`config.mk`:
```
export PLATFORM = sky130hd
export DESIGN_NAME = channelDrain_flat
export DESIGN_NICKNAME = d
export VERILOG_FILES = /design/src/source/fifoPkg.sv /design/src/source/busPkg.sv /design/src/source/memBusIf.sv /design/src/source/channelDrain.sv /design/src/flat_wrapper.sv
export VERILOG_INCLUDE_DIRS = /design/src /design/src/source
export SDC_FILE = /design/constraint.sdc
export NUM_CORES = 1
export LEC_CHECK = 0
export ABC_AREA = 1
export ABC_CLOCK_PERIOD_IN_PS = 3500
export CAP_MARGIN = 20
export CORE_UTILIZATION = 45
export CTS_BUF_LIST = sky130_fd_sc_hd__clkbuf_4
export CTS_CLUSTER_DIAMETER = 200
export CTS_CLUSTER_SIZE = 28
export DETAILED_ROUTE_END_ITERATION = 8
export DONT_BUFFER_PORTS = 1
export PLACE_DENSITY = 0.71
export SLEW_MARGIN = 15
export SYNTH_ARGS = -nofsm -noshare
export SYNTH_HDL_FRONTEND = slang
export SYNTH_SLANG_ARGS = --single-unit
```
`constraint.sdc`:
```
create_clock -name iCLKB -period 3.5 [get_ports iCLKB]
set_clock_uncertainty 0.15 [all_clocks]
set_input_delay 0.525 -clock iCLKB [delete_from_list [all_inputs] [get_ports iCLKB]]
set_output_delay 0.525 -clock iCLKB [all_outputs]
set_load 0.01 [all_outputs]
```
`src/source/stream_macros.svh`:
```
// Stream merge parameters
`ifndef STREAM_MACROS_SVH
`define STREAM_MACROS_SVH

// sample word width in bits
`define DATA_WIDTH   32

// words per channel FIFO, power of two
`define FIFO_DEPTH   16

// number of input streams
`define CHANNELS     2

// buffer words owned by each channel
`define REGION_WORDS 64

// early-full slack in words
`define FULL_MARGIN  3

`endif

```
`src/source/fifoPkg.sv`:
```
// FIFO data and pointer types
`default_nettype none

`include "stream_macros.svh"

package fifoPkg;

    // one sample word, same in FIFO and buffer
    typedef logic [`DATA_WIDTH-1:0] dataWord;

    // FIFO address, wraps on depth
    // no extra lap bit, the early-full margin keeps wp off rp
    typedef logic [$clog2(`FIFO_DEPTH)-1:0] fifoPtr;

endpackage

`default_nettype wire

```
`src/source/busPkg.sv`:
```
// Shared buffer bus types
`default_nettype none

`include "stream_macros.svh"

package busPkg;

    // buffer word address, all regions together
    typedef logic [$clog2(`CHANNELS * `REGION_WORDS)-1:0] memAddr;

    // requester number
    // 0 and 1 are the drains, 2 is readback
    typedef logic [1:0] reqIdx;

    // access kind carried with req
    typedef enum logic
    {
        CMD_WRITE = 1'b0,
        CMD_READ  = 1'b1
    } memCmd;

endpackage

`default_nettype wire

```
`src/source/memBusIf.sv`:
```
// Buffer memory requester bus
`timescale 1ns/1ps
`default_nettype none

interface memBusIf;

    // request side, held steady until gnt
    logic              req;
    busPkg::memCmd     cmd;
    busPkg::memAddr    addr;
    fifoPkg::dataWord  wdata;

    // arbiter side
    // gnt is a one cycle pulse, rvalid follows it for reads
    logic              gnt;
    fifoPkg::dataWord  rdata;
    logic              rvalid;

    modport requester
    (
        output req,
        output cmd,
        output addr,
        output wdata,
        input  gnt,
        input  rdata,
        input  rvalid
    );

    modport arbiter
    (
        input  req,
        input  cmd,
        input  addr,
        input  wdata,
        output gnt,
        output rdata,
        output rvalid
    );

endinterface

`default_nettype wire

```
`src/source/channelDrain.sv`:
```
// Channel drain engine
`timescale 1ns/1ps
`default_nettype none

`include "stream_macros.svh"

module channelDrain #(
    // first buffer word of this channel's region
    parameter busPkg::memAddr pRegionBase = '0
)
(
    input  wire logic              iCLKB,
    input  wire logic              iRST,
    input  wire logic              iDrainEn,
    input  wire logic              iEmpty,
    input  wire logic              iRVD,
    input  wire fifoPkg::dataWord  iRD,
    output logic                   oRE,
    memBusIf.requester             bus,
    output busPkg::memAddr         oWordCount
);

    typedef enum logic [1:0]
    {
        ST_IDLE,
        ST_WAIT_DATA,
        ST_WAIT_GNT
    } drainState;

    drainState        state;
    busPkg::memAddr   count;
    fifoPkg::dataWord wordQ;
    logic             regionFull;

    // region exhausted, stop popping
    assign regionFull = (count == busPkg::memAddr'(`REGION_WORDS));

    // one pop at a time, only from idle
    assign oRE = (state == ST_IDLE) && iDrainEn && !iEmpty && !regionFull;

    // sequencer
    always_ff @(posedge iCLKB)
    begin
        if (iRST)
        begin
            state <= ST_IDLE;
            count <= '0;
        end
        else
        begin
            case (state)
                ST_IDLE:
                begin
                    if (oRE)
                    begin
                        state <= ST_WAIT_DATA;
                    end
                end
                ST_WAIT_DATA:
                begin
                    // word shows up two cycles after the pop
                    if (iRVD)
                    begin
                        state <= ST_WAIT_GNT;
                    end
                end
                ST_WAIT_GNT:
                begin
                    // write lands on the grant edge
                    if (bus.gnt)
                    begin
                        state <= ST_IDLE;
                        count <= count + 1'b1;
                    end
                end
                default:
                begin
                    state <= ST_IDLE;
                end
            endcase
        end
    end

    // held word, payload only
    always_ff @(posedge iCLKB)
    begin
        if (state == ST_WAIT_DATA && iRVD)
        begin
            wordQ <= iRD;
        end
    end

    // request fields stay put until gnt since count moves only then
    assign bus.req    = (state == ST_WAIT_GNT);
    assign bus.cmd    = busPkg::CMD_WRITE;
    assign bus.addr   = pRegionBase + count;
    assign bus.wdata  = wordQ;
    assign oWordCount = count;

endmodule

`default_nettype wire

```
`src/flat_wrapper.sv`:
```
// flat-port wrapper written by rule: the top's interface ports become plain ports
module channelDrain_flat 
#(
                                                 
    parameter busPkg::memAddr pRegionBase = '0
)
  (iCLKB, iRST, iDrainEn, iEmpty, iRVD, iRD, oRE, oWordCount, bus_req, bus_cmd, bus_addr, bus_wdata, bus_gnt, bus_rdata, bus_rvalid);
  memBusIf bus_i ();
  input  wire logic iCLKB;
  input  wire logic iRST;
  input  wire logic iDrainEn;
  input  wire logic iEmpty;
  input  wire logic iRVD;
  input  wire fifoPkg::dataWord iRD;
  output logic oRE;
  output busPkg::memAddr oWordCount;
  output wire logic [$bits(bus_i.req)-1:0] bus_req;
  output wire logic [$bits(bus_i.cmd)-1:0] bus_cmd;
  output wire logic [$bits(bus_i.addr)-1:0] bus_addr;
  output wire logic [$bits(bus_i.wdata)-1:0] bus_wdata;
  input wire logic [$bits(bus_i.gnt)-1:0] bus_gnt;
  input wire logic [$bits(bus_i.rdata)-1:0] bus_rdata;
  input wire logic [$bits(bus_i.rvalid)-1:0] bus_rvalid;
  assign bus_req = bus_i.req;
  assign bus_cmd = bus_i.cmd;
  assign bus_addr = bus_i.addr;
  assign bus_wdata = bus_i.wdata;
  assign bus_i.gnt = bus_gnt;
  assign bus_i.rdata = bus_rdata;
  assign bus_i.rvalid = bus_rvalid;
  channelDrain #(.pRegionBase(pRegionBase)) u_core (.iCLKB(iCLKB), .iRST(iRST), .iDrainEn(iDrainEn), .iEmpty(iEmpty), .iRVD(iRVD), .iRD(iRD), .oRE(oRE), .bus(bus_i), .oWordCount(oWordCount));
endmodule
```
== After elaboration in Yosys (flattened, before gate mapping) ==
Cells that the tools add are included.

* Register bits after elaboration: 41
* Output and inout bits: 49
* Word-level logic and storage cells: 23

* Add/subtract/negate cells: 1
* Equal/unequal tests: 6
* Mux-type cells: 4
* Reductions and logical operators: 9

{| class="wikitable"
|+ Operators with widths
! kind !! number
|-
| $add A7 B1 Y7 const B || 1
|-
| $eq A7 B7 Y1 const B || 1
|-
| $mux W2 || 3
|-
| $pmux W2 S3 || 1
|-
| $logic_and A1 B1 Y1 || 4
|-
| $ne A2 B2 Y1 const B || 2
|-
| $reduce_and A3 Y1 || 1
|-
| $eq A2 B1 Y1 const B || 1
|-
| $eq A2 B2 Y1 const B || 1
|-
| $logic_not A1 Y1 || 2
|-
| $logic_not A2 Y1 || 1
|-
| $ne A2 B1 Y1 const B || 1
|-
| $reduce_and A2 Y1 || 1
|}

== Longest topological paths before layout ==
Gate-level depths: netlist of the first run.

* Word-level depth: 6
* Mapped depth: 7
* Mapped depth without buffers: 7

== Worst setup path after synthesis of the first run ==
Ideal clock, no wire load.

* Path kind: input to register
* Start: in iRVD
* End: reg u_core.wordQ[0], in the netlist u_core.bus.wdata[0], enable pin
* Data arrival time: 2.812 ns
* Slack: 0.074 ns
* Cell stages on the path: 2
* Buffers on the path: 0
* Cells stage by stage: inv_1 nor3_1

* Word-level cells in the longest chain between the ends: 1

{| class="wikitable"
|+ Ends and longest elaborated chain
! element !! line !! RTL
|-
| start: declaration || flat_wrapper.sv:13 || <nowiki>input wire logic iRVD;</nowiki>
|-
| $logic_and A1 B1 Y1 || channelDrain.sv:87 || <nowiki>if (state == ST_WAIT_DATA && iRVD)</nowiki>
|-
| end signal: assignment || channelDrain.sv:89 || <nowiki>wordQ <= iRD;</nowiki>
|-
| end: declaration || channelDrain.sv:32 || <nowiki>fifoPkg::dataWord wordQ;</nowiki>
|}

Every way passes these cells.
A chain may end at the register's enable or synchronous reset.

== Final worst setup path of the first run ==
* Start: reg u_core.count[0], in the netlist u_core.oWordCount[0]
* End: out oRE

* Word-level cells in the longest chain between the ends: 3

{| class="wikitable"
|+ Ends and longest elaborated chain
! element !! line !! RTL
|-
| start: declaration || channelDrain.sv:31 || <nowiki>busPkg::memAddr count;</nowiki>
|-
| start signal: assignment || channelDrain.sv:73 || <nowiki>count <= count + 1'b1;</nowiki>
|-
| $eq A7 B7 Y1 || channelDrain.sv:36 || <nowiki>assign regionFull = (count == busPkg::memAddr'(`REGION_WORDS));</nowiki>
|-
| $logic_not A1 Y1 || channelDrain.sv:39 || <nowiki>assign oRE = (state == ST_IDLE) && iDrainEn && !iEmpty && !regionFull;</nowiki>
|-
| $logic_and A1 B1 Y1 || channelDrain.sv:39 ||
|-
| end: declaration || flat_wrapper.sv:15 || <nowiki>output logic oRE;</nowiki>
|}

Every way passes these cells.

==> flow_summary_export.csv, run 1 <==
group,metric,value,unit
worst_setup_path,r2r-end,"u_core.bus.wdata[1]$_DFFE_PP_",
routing,drtIter0Drc,44,
place,hpwl,1790,um
routing,post-route-drc-count,0,
floorplanning,core.rowCount,20,
finish,final_nets,177,
sta,hold_viol_final,0,
sta,min_period,2.16,ns
sta,report.final.slew_viol_count,0,
routing,routed-wl-met2,1200,um
clock_tree,ctsLongestPathBuffers,2,
worst_setup_path,worstPathMaxFanout,5,
global_routing,grt_pass1_wl,3480,um
sta,final.period_utilization,61.8,%
min_path,worstHoldEndpoint,"u_core.oWordCount[6]$_SDFFE_PP0P_",
clock_tree,cts_inserted_buffers,5,
worst_setup_path,crit_path_top_delay_cell,"dfxtp_1",
finish,fillerInstances,284,
yosys,synth_area_leaders,"edfxtp_1, dfxtp_1, buf_4, nand2_1, inv_1",
clock_tree,post-cts-setup-buffers,0,
status,status,"finished, final reports clean",
finish,syn_to_final_growth,5.34,%
floorplanning,die_h,59.7,um
routing,wl_met3,309,um
worst_setup_path,slowest_delay,0.52,ns
clock_tree,cts_resized,0,
clock_tree,ctsHoldBuffers,0,
yosys,synth_top_area_share,64.1,%
yosys,synthDistinctLibCells,22,
floorplanning,die-area,3570,sq um
floorplanning,core_region_area,3100,sq um
yosys,yosysWarningCount,0,
worst_setup_path,critPathRequiredTime,2.82,ns
sta,max_freq,0.462,GHz
finish,layout-drive-gt1-share,16.3,%
clock_tree,clkTransAtPathRegs,0.11,ns
yosys,ys_ff_latch,41,
routing,detail-route-antenna-nets,0,
worst_setup_path,crit_path_end_kind,"output pin",
routing,met1_length,803,um
clock_tree,clock_latency,0.33,ns
routing,drt_wl_total,2360,um
place,routabilityCongestion,0.666,
sta,rsz0062_at_grt,"false",
yosys,syn_avg_cell_area,14.4,sq um
worst_setup_path,ff2ff_setup_slack,1.93,ns
power,irDropWorstVdd,0.198,mV
global_routing,antenna_found_initial,0,
worst_setup_path,arrival,1.49,ns
yosys,synthCells,104,
global_routing,grt_max_degree,33,
yosys,syn-num-nets,177,
power,p_leak,0.519,nW
finish,fin_util,50.9,%
worst_setup_path,start_kind,"flop",
place,port_buffers,0,
flow_run,maxCapViolCount,0,
floorplanning,ios,120,
min_path,holdPathStages,1,
routing,vias,776,
global_routing,grt_usage,13.9,%
worst_setup_path,timing.critical_path.cells,"inv_1 -> ha_1 -> nand3_1 -> nand3_1 -> inv_1",
clock_tree,cts_tree,"built",
worst_setup_path,timing.critical_path.buf_inv,2,
clock_tree,ctsRootBufferMaster,"clkbuf_4",
global_routing,first_global_vias,741,
clock_tree,htree_num_levels,2,
worst_setup_path,critical-path-top-delay-family,"flip-flops",
global_routing,grt_overflow,0,
yosys,synth_area,1500,sq um
yosys,yosysTopAreaCell,"edfxtp_1",
yosys,ys_seq_area_share,76.1,%
routing,route.detailed.wl_per_inst,15.9,um
power,p_per_area,531,nW/um^2
sta,finalSetupViolCount,0,
worst_setup_path,r2r_start,"u_core.state[0]$_SDFFE_PP0P_",
routing,highest_layer,"met4",
sta,tns,0,ns
min_path,hold_start,"iRST",
clock_tree,clock-sinks,41,
routing,firstDrtPassIters,5,
min_path,hp-class,"in -> reg",
routing,via_per_inst,5.24,
floorplanning,fp.dieW,59.7,um
floorplanning,initial_core_util,48.3,%
worst_setup_path,worstSetupPathType,"reg -> out",
finish,n_antenna_cell,0,
worst_setup_path,r2r_cells,3,
cell families after synthesis:
group,count (synthesis),share of synthesized area [%]
compound gates,12,4.92
fa+ha+maj,2,1.67
buf+inv,18,6.51
flops,41,76.1
other cells,1,0.250
simple gates,30,10.6
worst max-delay path by stage:
stage	from	to	depth (start not counted)
detailed placement	u_core.oWordCount[0]$_SDFFE_PP0P_	oRE	5
CTS	u_core.oWordCount[0]$_SDFFE_PP0P_	oRE	5
global placement	u_core.oWordCount[0]$_SDFFE_PP0P_	oRE	5
global route	u_core.oWordCount[0]$_SDFFE_PP0P_	oRE	5
finish	u_core.oWordCount[0]$_SDFFE_PP0P_	oRE	5
floorplan	iRVD	u_core.bus.wdata[0]$_DFFE_PP_	2
cells in the final DEF (no fill, tap or decap):
cell type   n
dfxtp_1     9
o21a_1      3
o21ai_0     2
nand3_4     1
ha_1        2
bufinv_16   1
a31oi_1     2
nand4_1     1
nor2_4      1
buf_4       1
clkbuf_4    5
clkinv_2    1
inv_2       2
nor2_1      6
nand2_1     9
edfxtp_1   32
a21oi_1     4
nand2_2     1
inv_1       8
conb_1      1
a21oi_2     1
nor3_2      2
nand3_1     5
nor2_2      1
nor3_1      3
stage by stage:
step | hold slack (ns) | power [W] | std cells | worst slack (ns) | cell area (sq um)
2_1_floorplan | 0.355 | 0.000570 | 104 | 0.0743 | 1500
3_3_place_gp | 0.381 | 0.000572 | 141 | 1.75 | 1510
3_5_place_dp | 0.382 | 0.000573 | 141 | 1.70 | 1510
4_1_cts | 0.0679 | 0.000853 | 148 | 1.31 | 1580
5_1_grt | 0.0600 | 0.000877 | 148 | 1.20 | 1580
6_report | 0.0893 | 0.000840 | 148 | 1.34 | 1580
synthesized netlist by cell type:
cell type  count
edfxtp_1      32
dfxtp_1        9
nand3_1        5
o21a_1         3
nor2_1         6
inv_1          8
a21oi_1        4
nand4_1        1
ha_1           2
buf_4          8
a31oi_1        2
a21oi_2        1
nand2_2        1
nor3_1         4
conb_1         1
nor2_2         1
nand3_4        1
nor2_4         1
nand2_1        9
o21ai_0        2
nor3_2         1
inv_2          2
area by class of cell:
type                       count  area (sq um)  share of cell area (%)
clock buffer                   5          37.5                    2.38
clock inverter                 2          35.0                    2.22
multi-input combinational     45           267                    16.9
tap                           44          55.1                    3.48
sequential                    41          1140                    72.2
inverter                      10          37.5                    2.38
timing repair buffer           1          7.51                   0.475
flip-flops by register name, indices dropped and copies added, names as in the netlist:
| signal | cells |
|---|---|
| u_core.bus.wdata | 32 |
| u_core.oWordCount | 7 |
| u_core.state | 2 |
where the power goes:
group / switching [W] / internal, W / total, W
sequential: 0.00000928 / 0.000537 / 0.000546
combinational: 0.0000116 / 0.00000408 / 0.0000157
clock: 0.000133 / 0.000145 / 0.000278
total: 0.000154 / 0.000686 / 0.000840
layer usage:
layer | GRT usage (%) | up-vias
met3 | 9.52 | 6
met2 | 23.8 | 63
met4 | 6.98 | 0
li1 | - | 355
met1 | 12.2 | 352
met5 | 0 | -
(Power assumes the default switching activity.)
==> inputs of run 2 (changes only) <==
--- a/config.mk
+++ b/config.mk
@@ -7,7 +7,7 @@
 export NUM_CORES = 1
 export LEC_CHECK = 0
 export ABC_AREA = 1
-export ABC_CLOCK_PERIOD_IN_PS = 3500
+export ABC_CLOCK_PERIOD_IN_PS = 2200
 export CAP_MARGIN = 20
 export CORE_UTILIZATION = 45
 export CTS_BUF_LIST = sky130_fd_sc_hd__clkbuf_4
@@ -15,7 +15,7 @@
 export CTS_CLUSTER_SIZE = 28
 export DETAILED_ROUTE_END_ITERATION = 8
 export DONT_BUFFER_PORTS = 1
-export PLACE_DENSITY = 0.71
+export PLACE_DENSITY = 0.69
 export SLEW_MARGIN = 15
 export SYNTH_ARGS = -nofsm -noshare
 export SYNTH_HDL_FRONTEND = slang
==> constraint.sdc (replaced) <==
create_clock -name iCLKB -period 2.2 [get_ports iCLKB]
set_clock_uncertainty 0.15 [all_clocks]
set_input_delay 0.33 -clock iCLKB [delete_from_list [all_inputs] [get_ports iCLKB]]
set_output_delay 0.33 -clock iCLKB [all_outputs]
set_load 0.01 [all_outputs]
==> run 2 against run 1 <==
  * Setup slack got worse by 1.1 ns
  * Utilization rose by 11 points
  * Sequential power rose by 59%
  * Final cell count rose by 24%
  * Worst hold slack got worse by 0.032 ns
==> flow_summary_export.csv, run 2 (synthesis results as in run 1) <==
group,metric,value,unit
global_routing,grt_util_met1,15.8,%
sta,max_freq,0.511,GHz
finish,largest_reg_flops,32,
clock_tree,htree_num_levels,2,
worst_setup_path,start_kind,"flop",
worst_setup_path,ff2ff_setup_slack,0.66,ns
sta,rsz0062_at_grt,"false",
place,port_buffers,0,
finish,multi_input_area,273,sq um
worst_setup_path,timing.critical_path.cells,"inv_1 -> ha_1 -> nand3_1 -> nand3_1 -> inv_1",
floorplanning,core_region_area,3100,sq um
worst_setup_path,cp.depth,5,
clock_tree,ctsLongestPathBuffers,2,
worst_setup_path,worstSetupPathType,"reg -> out",
routing,drt_wl_total,2770,um
sta,min_period,1.96,ns
power,irDropWorstVdd,0.486,mV
global_routing,grt_usage,16.6,%
routing,detail-route-antenna-nets,0,
finish,layout-drive-gt1-share,12.2,%
floorplanning,ios,120,
worst_setup_path,crit_path_end_kind,"output pin",
floorplanning,die-area,3570,sq um
global_routing,grt_max_degree,33,
power,p_leak,0.659,nW
finish,n_antenna_cell,0,
global_routing,met2_usage,30.0,%
clock_tree,cts_tree,"built",
global_routing,top_usage_layer,"met2",
clock_tree,clock_latency,0.33,ns
worst_setup_path,critical-path-top-delay-family,"flip-flops",
routing,vias,906,
finish,final_common_cell,"dlygate4sd3_1",
sta,finalSetupViolCount,0,
worst_setup_path,worstPathMaxFanout,5,
routing,route.detailed.wl_per_inst,15.1,um
finish,layout_common_cells,"dlygate4sd3_1, edfxtp_1, nand2_1, dfxtp_1, inv_1",
global_routing,first_global_vias,863,
global_routing,met3_usage,7.36,%
finish,fin_util,62.3,%
routing,firstDrtPassIters,2,
min_path,hp-class,"in -> reg",
floorplanning,core.rowCount,20,
global_routing,antenna_found_initial,0,
global_routing,grt_overflow,0,
worst_setup_path,crit_path_top_delay_cell,"dfxtp_1",
worst_setup_path,critPathRequiredTime,1.72,ns
place,routabilityCongestion,0.670,
finish,design_area,1930,sq um
worst_setup_path,timing.critical_path.buf_inv,2,
floorplanning,die_h,59.7,um
sta,final.period_utilization,89.0,%
clock_tree,clkTransAtPathRegs,0.11,ns
power,p_per_area,731,nW/um^2
clock_tree,clock-sinks,41,
status,status,"finished, final reports clean",
sta,tns,0,ns
global_routing,grt_pass1_wl,4100,um
worst_setup_path,r2r_cells,3,
floorplanning,initial_core_util,48.3,%
flow_run,maxCapViolCount,0,
finish,seq_area,1140,sq um
clock_tree,cts_inserted_buffers,5,
worst_setup_path,slowest_delay,0.52,ns
routing,drtIter0Drc,31,
clock_tree,ctsRootBufferMaster,"clkbuf_4",
finish,final_nets,211,
floorplanning,fp.dieW,59.7,um
worst_setup_path,arrival,1.48,ns
routing,via_per_inst,4.95,
place,hpwl,1660,um
finish,syn_to_final_growth,28.9,%
place,post-place-ws,0.620,ns
sta,report.final.slew_viol_count,0,
clock_tree,post-cts-setup-buffers,0,
min_path,holdPathStages,3,
clock_tree,cts_resized,0,
sta,hold_viol_final,0,
sta,fin_ws,0.242,ns
place,postPlaceCellArea,1510,sq um
finish,fillerInstances,249,
routing,post-route-drc-count,0,
## run 2: cell types whose count changed in the layout (fill, tap and decap cells not counted)
cell,previous run,this run
clkinvlp_4,0,1
clkinv_1,0,1
dlygate4sd3_1,0,34
nor3_4,0,1
nor3_2,2,1
clkinv_2,1,0
## run 2: final timing paths
kind / start / endpoint
worst max-delay path: u_core.oWordCount[0]$_SDFFE_PP0P_ / oRE
worst min-delay path: iEmpty / u_core.state[0]$_SDFFE_PP0P_
worst max register to register: u_core.state[0]$_SDFFE_PP0P_ / u_core.bus.wdata[29]$_DFFE_PP_
worst min register to register: u_core.state[0]$_SDFFE_PP0P_ / u_core.state[0]$_SDFFE_PP0P_
## run 2: final cells by class
class	instances	share of cell area, %
flip-flops and latches	41	59.0
repair buffers	35	18.0
multi-input cells	45	14.1
well taps	44	2.85
clock inverters	3	2.14
clock buffers	5	1.94
inverters	10	1.94
## run 2: timing repair
action,in CTS,in global routing
endpoints found under the setup margin,0,0
hold endpoints to repair,36,0
hold buffers,34,0
## run 2: worst reg2reg max path: stages (launching register included)
cell and delay [ns]:
dfxtp_1 0.42, inv_2 0.09, nor3_4 0.17, buf_4 0.38
## run 2: routing by layer
layer / routed length (um) / vias up / part of all wire (%)
li1: - / 423 / -
met1: 934 / 418 / 34
met4: 60 / 0 / 2.2
met3: 292 / 7 / 11
met2: 1480 / 58 / 53
met5: 0 / - / 0
## run 2: stage by stage
step,instances,total power (W),hold WS [ns]
after floorplan,104,0.000908,0.242
after global routing,183,0.00147,0.0363
after CTS,183,0.00142,0.0381
after global placement,141,0.000911,0.244
final,183,0.00141,0.0571
after detailed placement,141,0.000912,0.245
## run 2: power by group
group	total [W]	internal (W)	leakage, nW	switching [W]
logic	0.0000755	0.0000467	0.257	0.0000287
registers	0.000869	0.000853	0.363	0.0000154
clock network	0.000468	0.000235	0.0389	0.000233
==> inputs of run 3 (changes only) <==
--- a/config.mk
+++ b/config.mk
@@ -9,6 +9,7 @@
 export ABC_AREA = 1
 export ABC_CLOCK_PERIOD_IN_PS = 2200
 export CAP_MARGIN = 20
+export CORE_MARGIN = 2
 export CORE_UTILIZATION = 45
 export CTS_BUF_LIST = sky130_fd_sc_hd__clkbuf_4
 export CTS_CLUSTER_DIAMETER = 200
==> run 3 against run 2 <==
  * Utilization decreased by 0.20 points
  * Largest power group unchanged
  * Total power down 1.1%
  * Highest routed layer unchanged
  * Non-clock buffer count unchanged
  * Design area is 0.32% lower
==> flow_summary_export.csv, run 3 (synthesis results as in run 1) <==
group,metric,value,unit
status,status,"finished, final reports clean",
finish,final_nets,211,
sta,tns,0,ns
routing,post-route-drc-count,0,
worst_setup_path,start_kind,"flop",
flow_run,maxCapViolCount,0,
routing,detail-route-antenna-nets,0,
global_routing,grt_max_degree,33,
floorplanning,fp.dieW,61.7,um
sta,hold_viol_final,0,
clock_tree,ctsRootBufferMaster,"clkbuf_4",
clock_tree,clock_latency,0.32,ns
clock_tree,ctsHoldBuffers,33,
global_routing,first_global_vias,855,
place,port_buffers,0,
worst_setup_path,arrival,1.46,ns
worst_setup_path,worstPathMaxFanout,5,
finish,largest_reg_flops,32,
finish,fillerInstances,263,
floorplanning,initial_core_util,48.3,%
clock_tree,post-cts-setup-buffers,0,
place,dp_cells,141,
clock_tree,cts_resized,0,
worst_setup_path,r2r-end,"u_core.bus.wdata[17]$_DFFE_PP_",
clock_tree,cts_inserted_buffers,5,
worst_setup_path,r2r_start,"u_core.state[0]$_SDFFE_PP0P_",
floorplanning,die-area,3810,sq um
power,p_leak,0.661,nW
sta,report.final.slew_viol_count,0,
global_routing,grt_overflow,0,
sta,min_period,1.94,ns
routing,vias,910,
sta,whs,0.0570,ns
clock_tree,ctsLongestPathBuffers,2,
worst_setup_path,timing.critical_path.cells,"inv_1 -> ha_1 -> nand3_1 -> nand3_1 -> inv_1",
min_path,hp-class,"in -> reg",
routing,via_per_inst,5.00,
floorplanning,core_region_area,3100,sq um
worst_setup_path,critical-path-top-delay-family,"flip-flops",
clock_tree,htree_num_levels,2,
finish,layout-drive-gt1-share,12.3,%
worst_setup_path,crit_path_top_delay_cell,"dfxtp_1",
finish,layout_common_cells,"dlygate4sd3_1, edfxtp_1, nand2_1, dfxtp_1, inv_1",
floorplanning,die_h,61.7,um
power,p_per_area,725,nW/um^2
place,hpwl,1770,um
floorplanning,ios,120,
global_routing,grt_usage,16.3,%
min_path,worstHoldEndpoint,"u_core.oWordCount[4]$_SDFFE_PP0P_",
sta,final.period_utilization,88.1,%
worst_setup_path,r2r_cells,3,
worst_setup_path,ff2ff_setup_slack,0.64,ns
place,routabilityCongestion,0.665,
sta,fin_ws,0.263,ns
min_path,holdPathStages,3,
worst_setup_path,timing.critical_path.buf_inv,2,
global_routing,grt_pass1_wl,4310,um
clock_tree,clock-sinks,41,
routing,firstDrtPassIters,4,
worst_setup_path,critPathRequiredTime,1.72,ns
power,irDropWorstVdd,0.353,mV
sta,max_freq,0.516,GHz
worst_setup_path,worstSetupPathType,"reg -> out",
routing,drtIter0Drc,90,
min_path,hold_start,"iRST",
routing,route.detailed.wl_per_inst,16.1,um
finish,final_common_cell,"dlygate4sd3_1",
global_routing,antenna_found_initial,0,
finish,n_antenna_cell,0,
place,post-place-ws,0.633,ns
clock_tree,clkTransAtPathRegs,0.11,ns
sta,finalSetupViolCount,0,
sta,rsz0062_at_grt,"false",
worst_setup_path,crit_path_end_kind,"output pin",
clock_tree,cts_tree,"built",
power,p_total,0.00140,W
finish,final-instance-count-excl-fill,182,
routing,drt_wl_total,2930,um
floorplanning,core.rowCount,20,
finish,syn_to_final_growth,28.4,%
worst_setup_path,slowest_delay,0.51,ns
-- run 3: cell types whose count changed in the layout (fill, tap and decap cells not counted), sizes merged --
| cell | delta |
|---|---|
| clkinvlp | -1 |
-- run 3: layout make-up --
cell class                      instances  area (sq um)  share of cell area, %
Sequential cell                        41          1140                   59.2
Timing Repair Buffer                   35           348                   18.1
Multi-Input combinational cell         45           273                   14.2
Tap cell                               44          55.1                   2.86
Clock buffer                            5          37.5                   1.95
Inverter                               10          37.5                   1.95
Clock inverter                          2          35.0                   1.82
-- run 3: metal layers --
layer	up-vias	part of all wire [%]	global-route usage, %
met5	-	0	0
met4	0	0.48	6.38
li1	427	-	-
met2	57	54	29.0
met3	2	9.1	6.63
met1	424	36	17.3
-- run 3: through the flow --
step | utilization, % | cell area (sq um)
2_1_floorplan | - | 1510
3_3_place_gp | 48.8 | 1510
3_5_place_dp | 48.8 | 1510
4_1_cts | 61.8 | 1920
5_1_grt | 62.1 | 1930
6_report | 62.1 | 1930
-- run 3: report_power, final --
part / internal, W / leakage, nW / total [W] / switching (W)
combinational: 0.0000469 / 0.257 / 0.0000768 / 0.0000300
sequential: 0.000853 / 0.363 / 0.000869 / 0.0000157
clock: 0.000232 / 0.0410 / 0.000450 / 0.000219
-- run 3: worst max-delay path by stage --
stage | cells after the start | endpoint | startpoint | slack [ns]
2_1_floorplan | 2 | u_core.bus.wdata[0]$_DFFE_PP_ | u_core.state[0]$_SDFFE_PP0P_ | 0.34
3_3_place_gp | 5 | oRE | u_core.oWordCount[0]$_SDFFE_PP0P_ | 0.65
3_5_place_dp | 5 | oRE | u_core.oWordCount[0]$_SDFFE_PP0P_ | 0.63
4_1_cts | 5 | oRE | u_core.oWordCount[0]$_SDFFE_PP0P_ | 0.24
5_1_grt | 5 | oRE | u_core.oWordCount[0]$_SDFFE_PP0P_ | 0.14
6_report | 5 | oRE | u_core.oWordCount[0]$_SDFFE_PP0P_ | 0.26
-- run 3: tightest hold or removal path: cells and delay by family --
kind	cells	cell delay [ns]
and+or+nand+nor	2	0.11
buffers and inverters	1	0.06
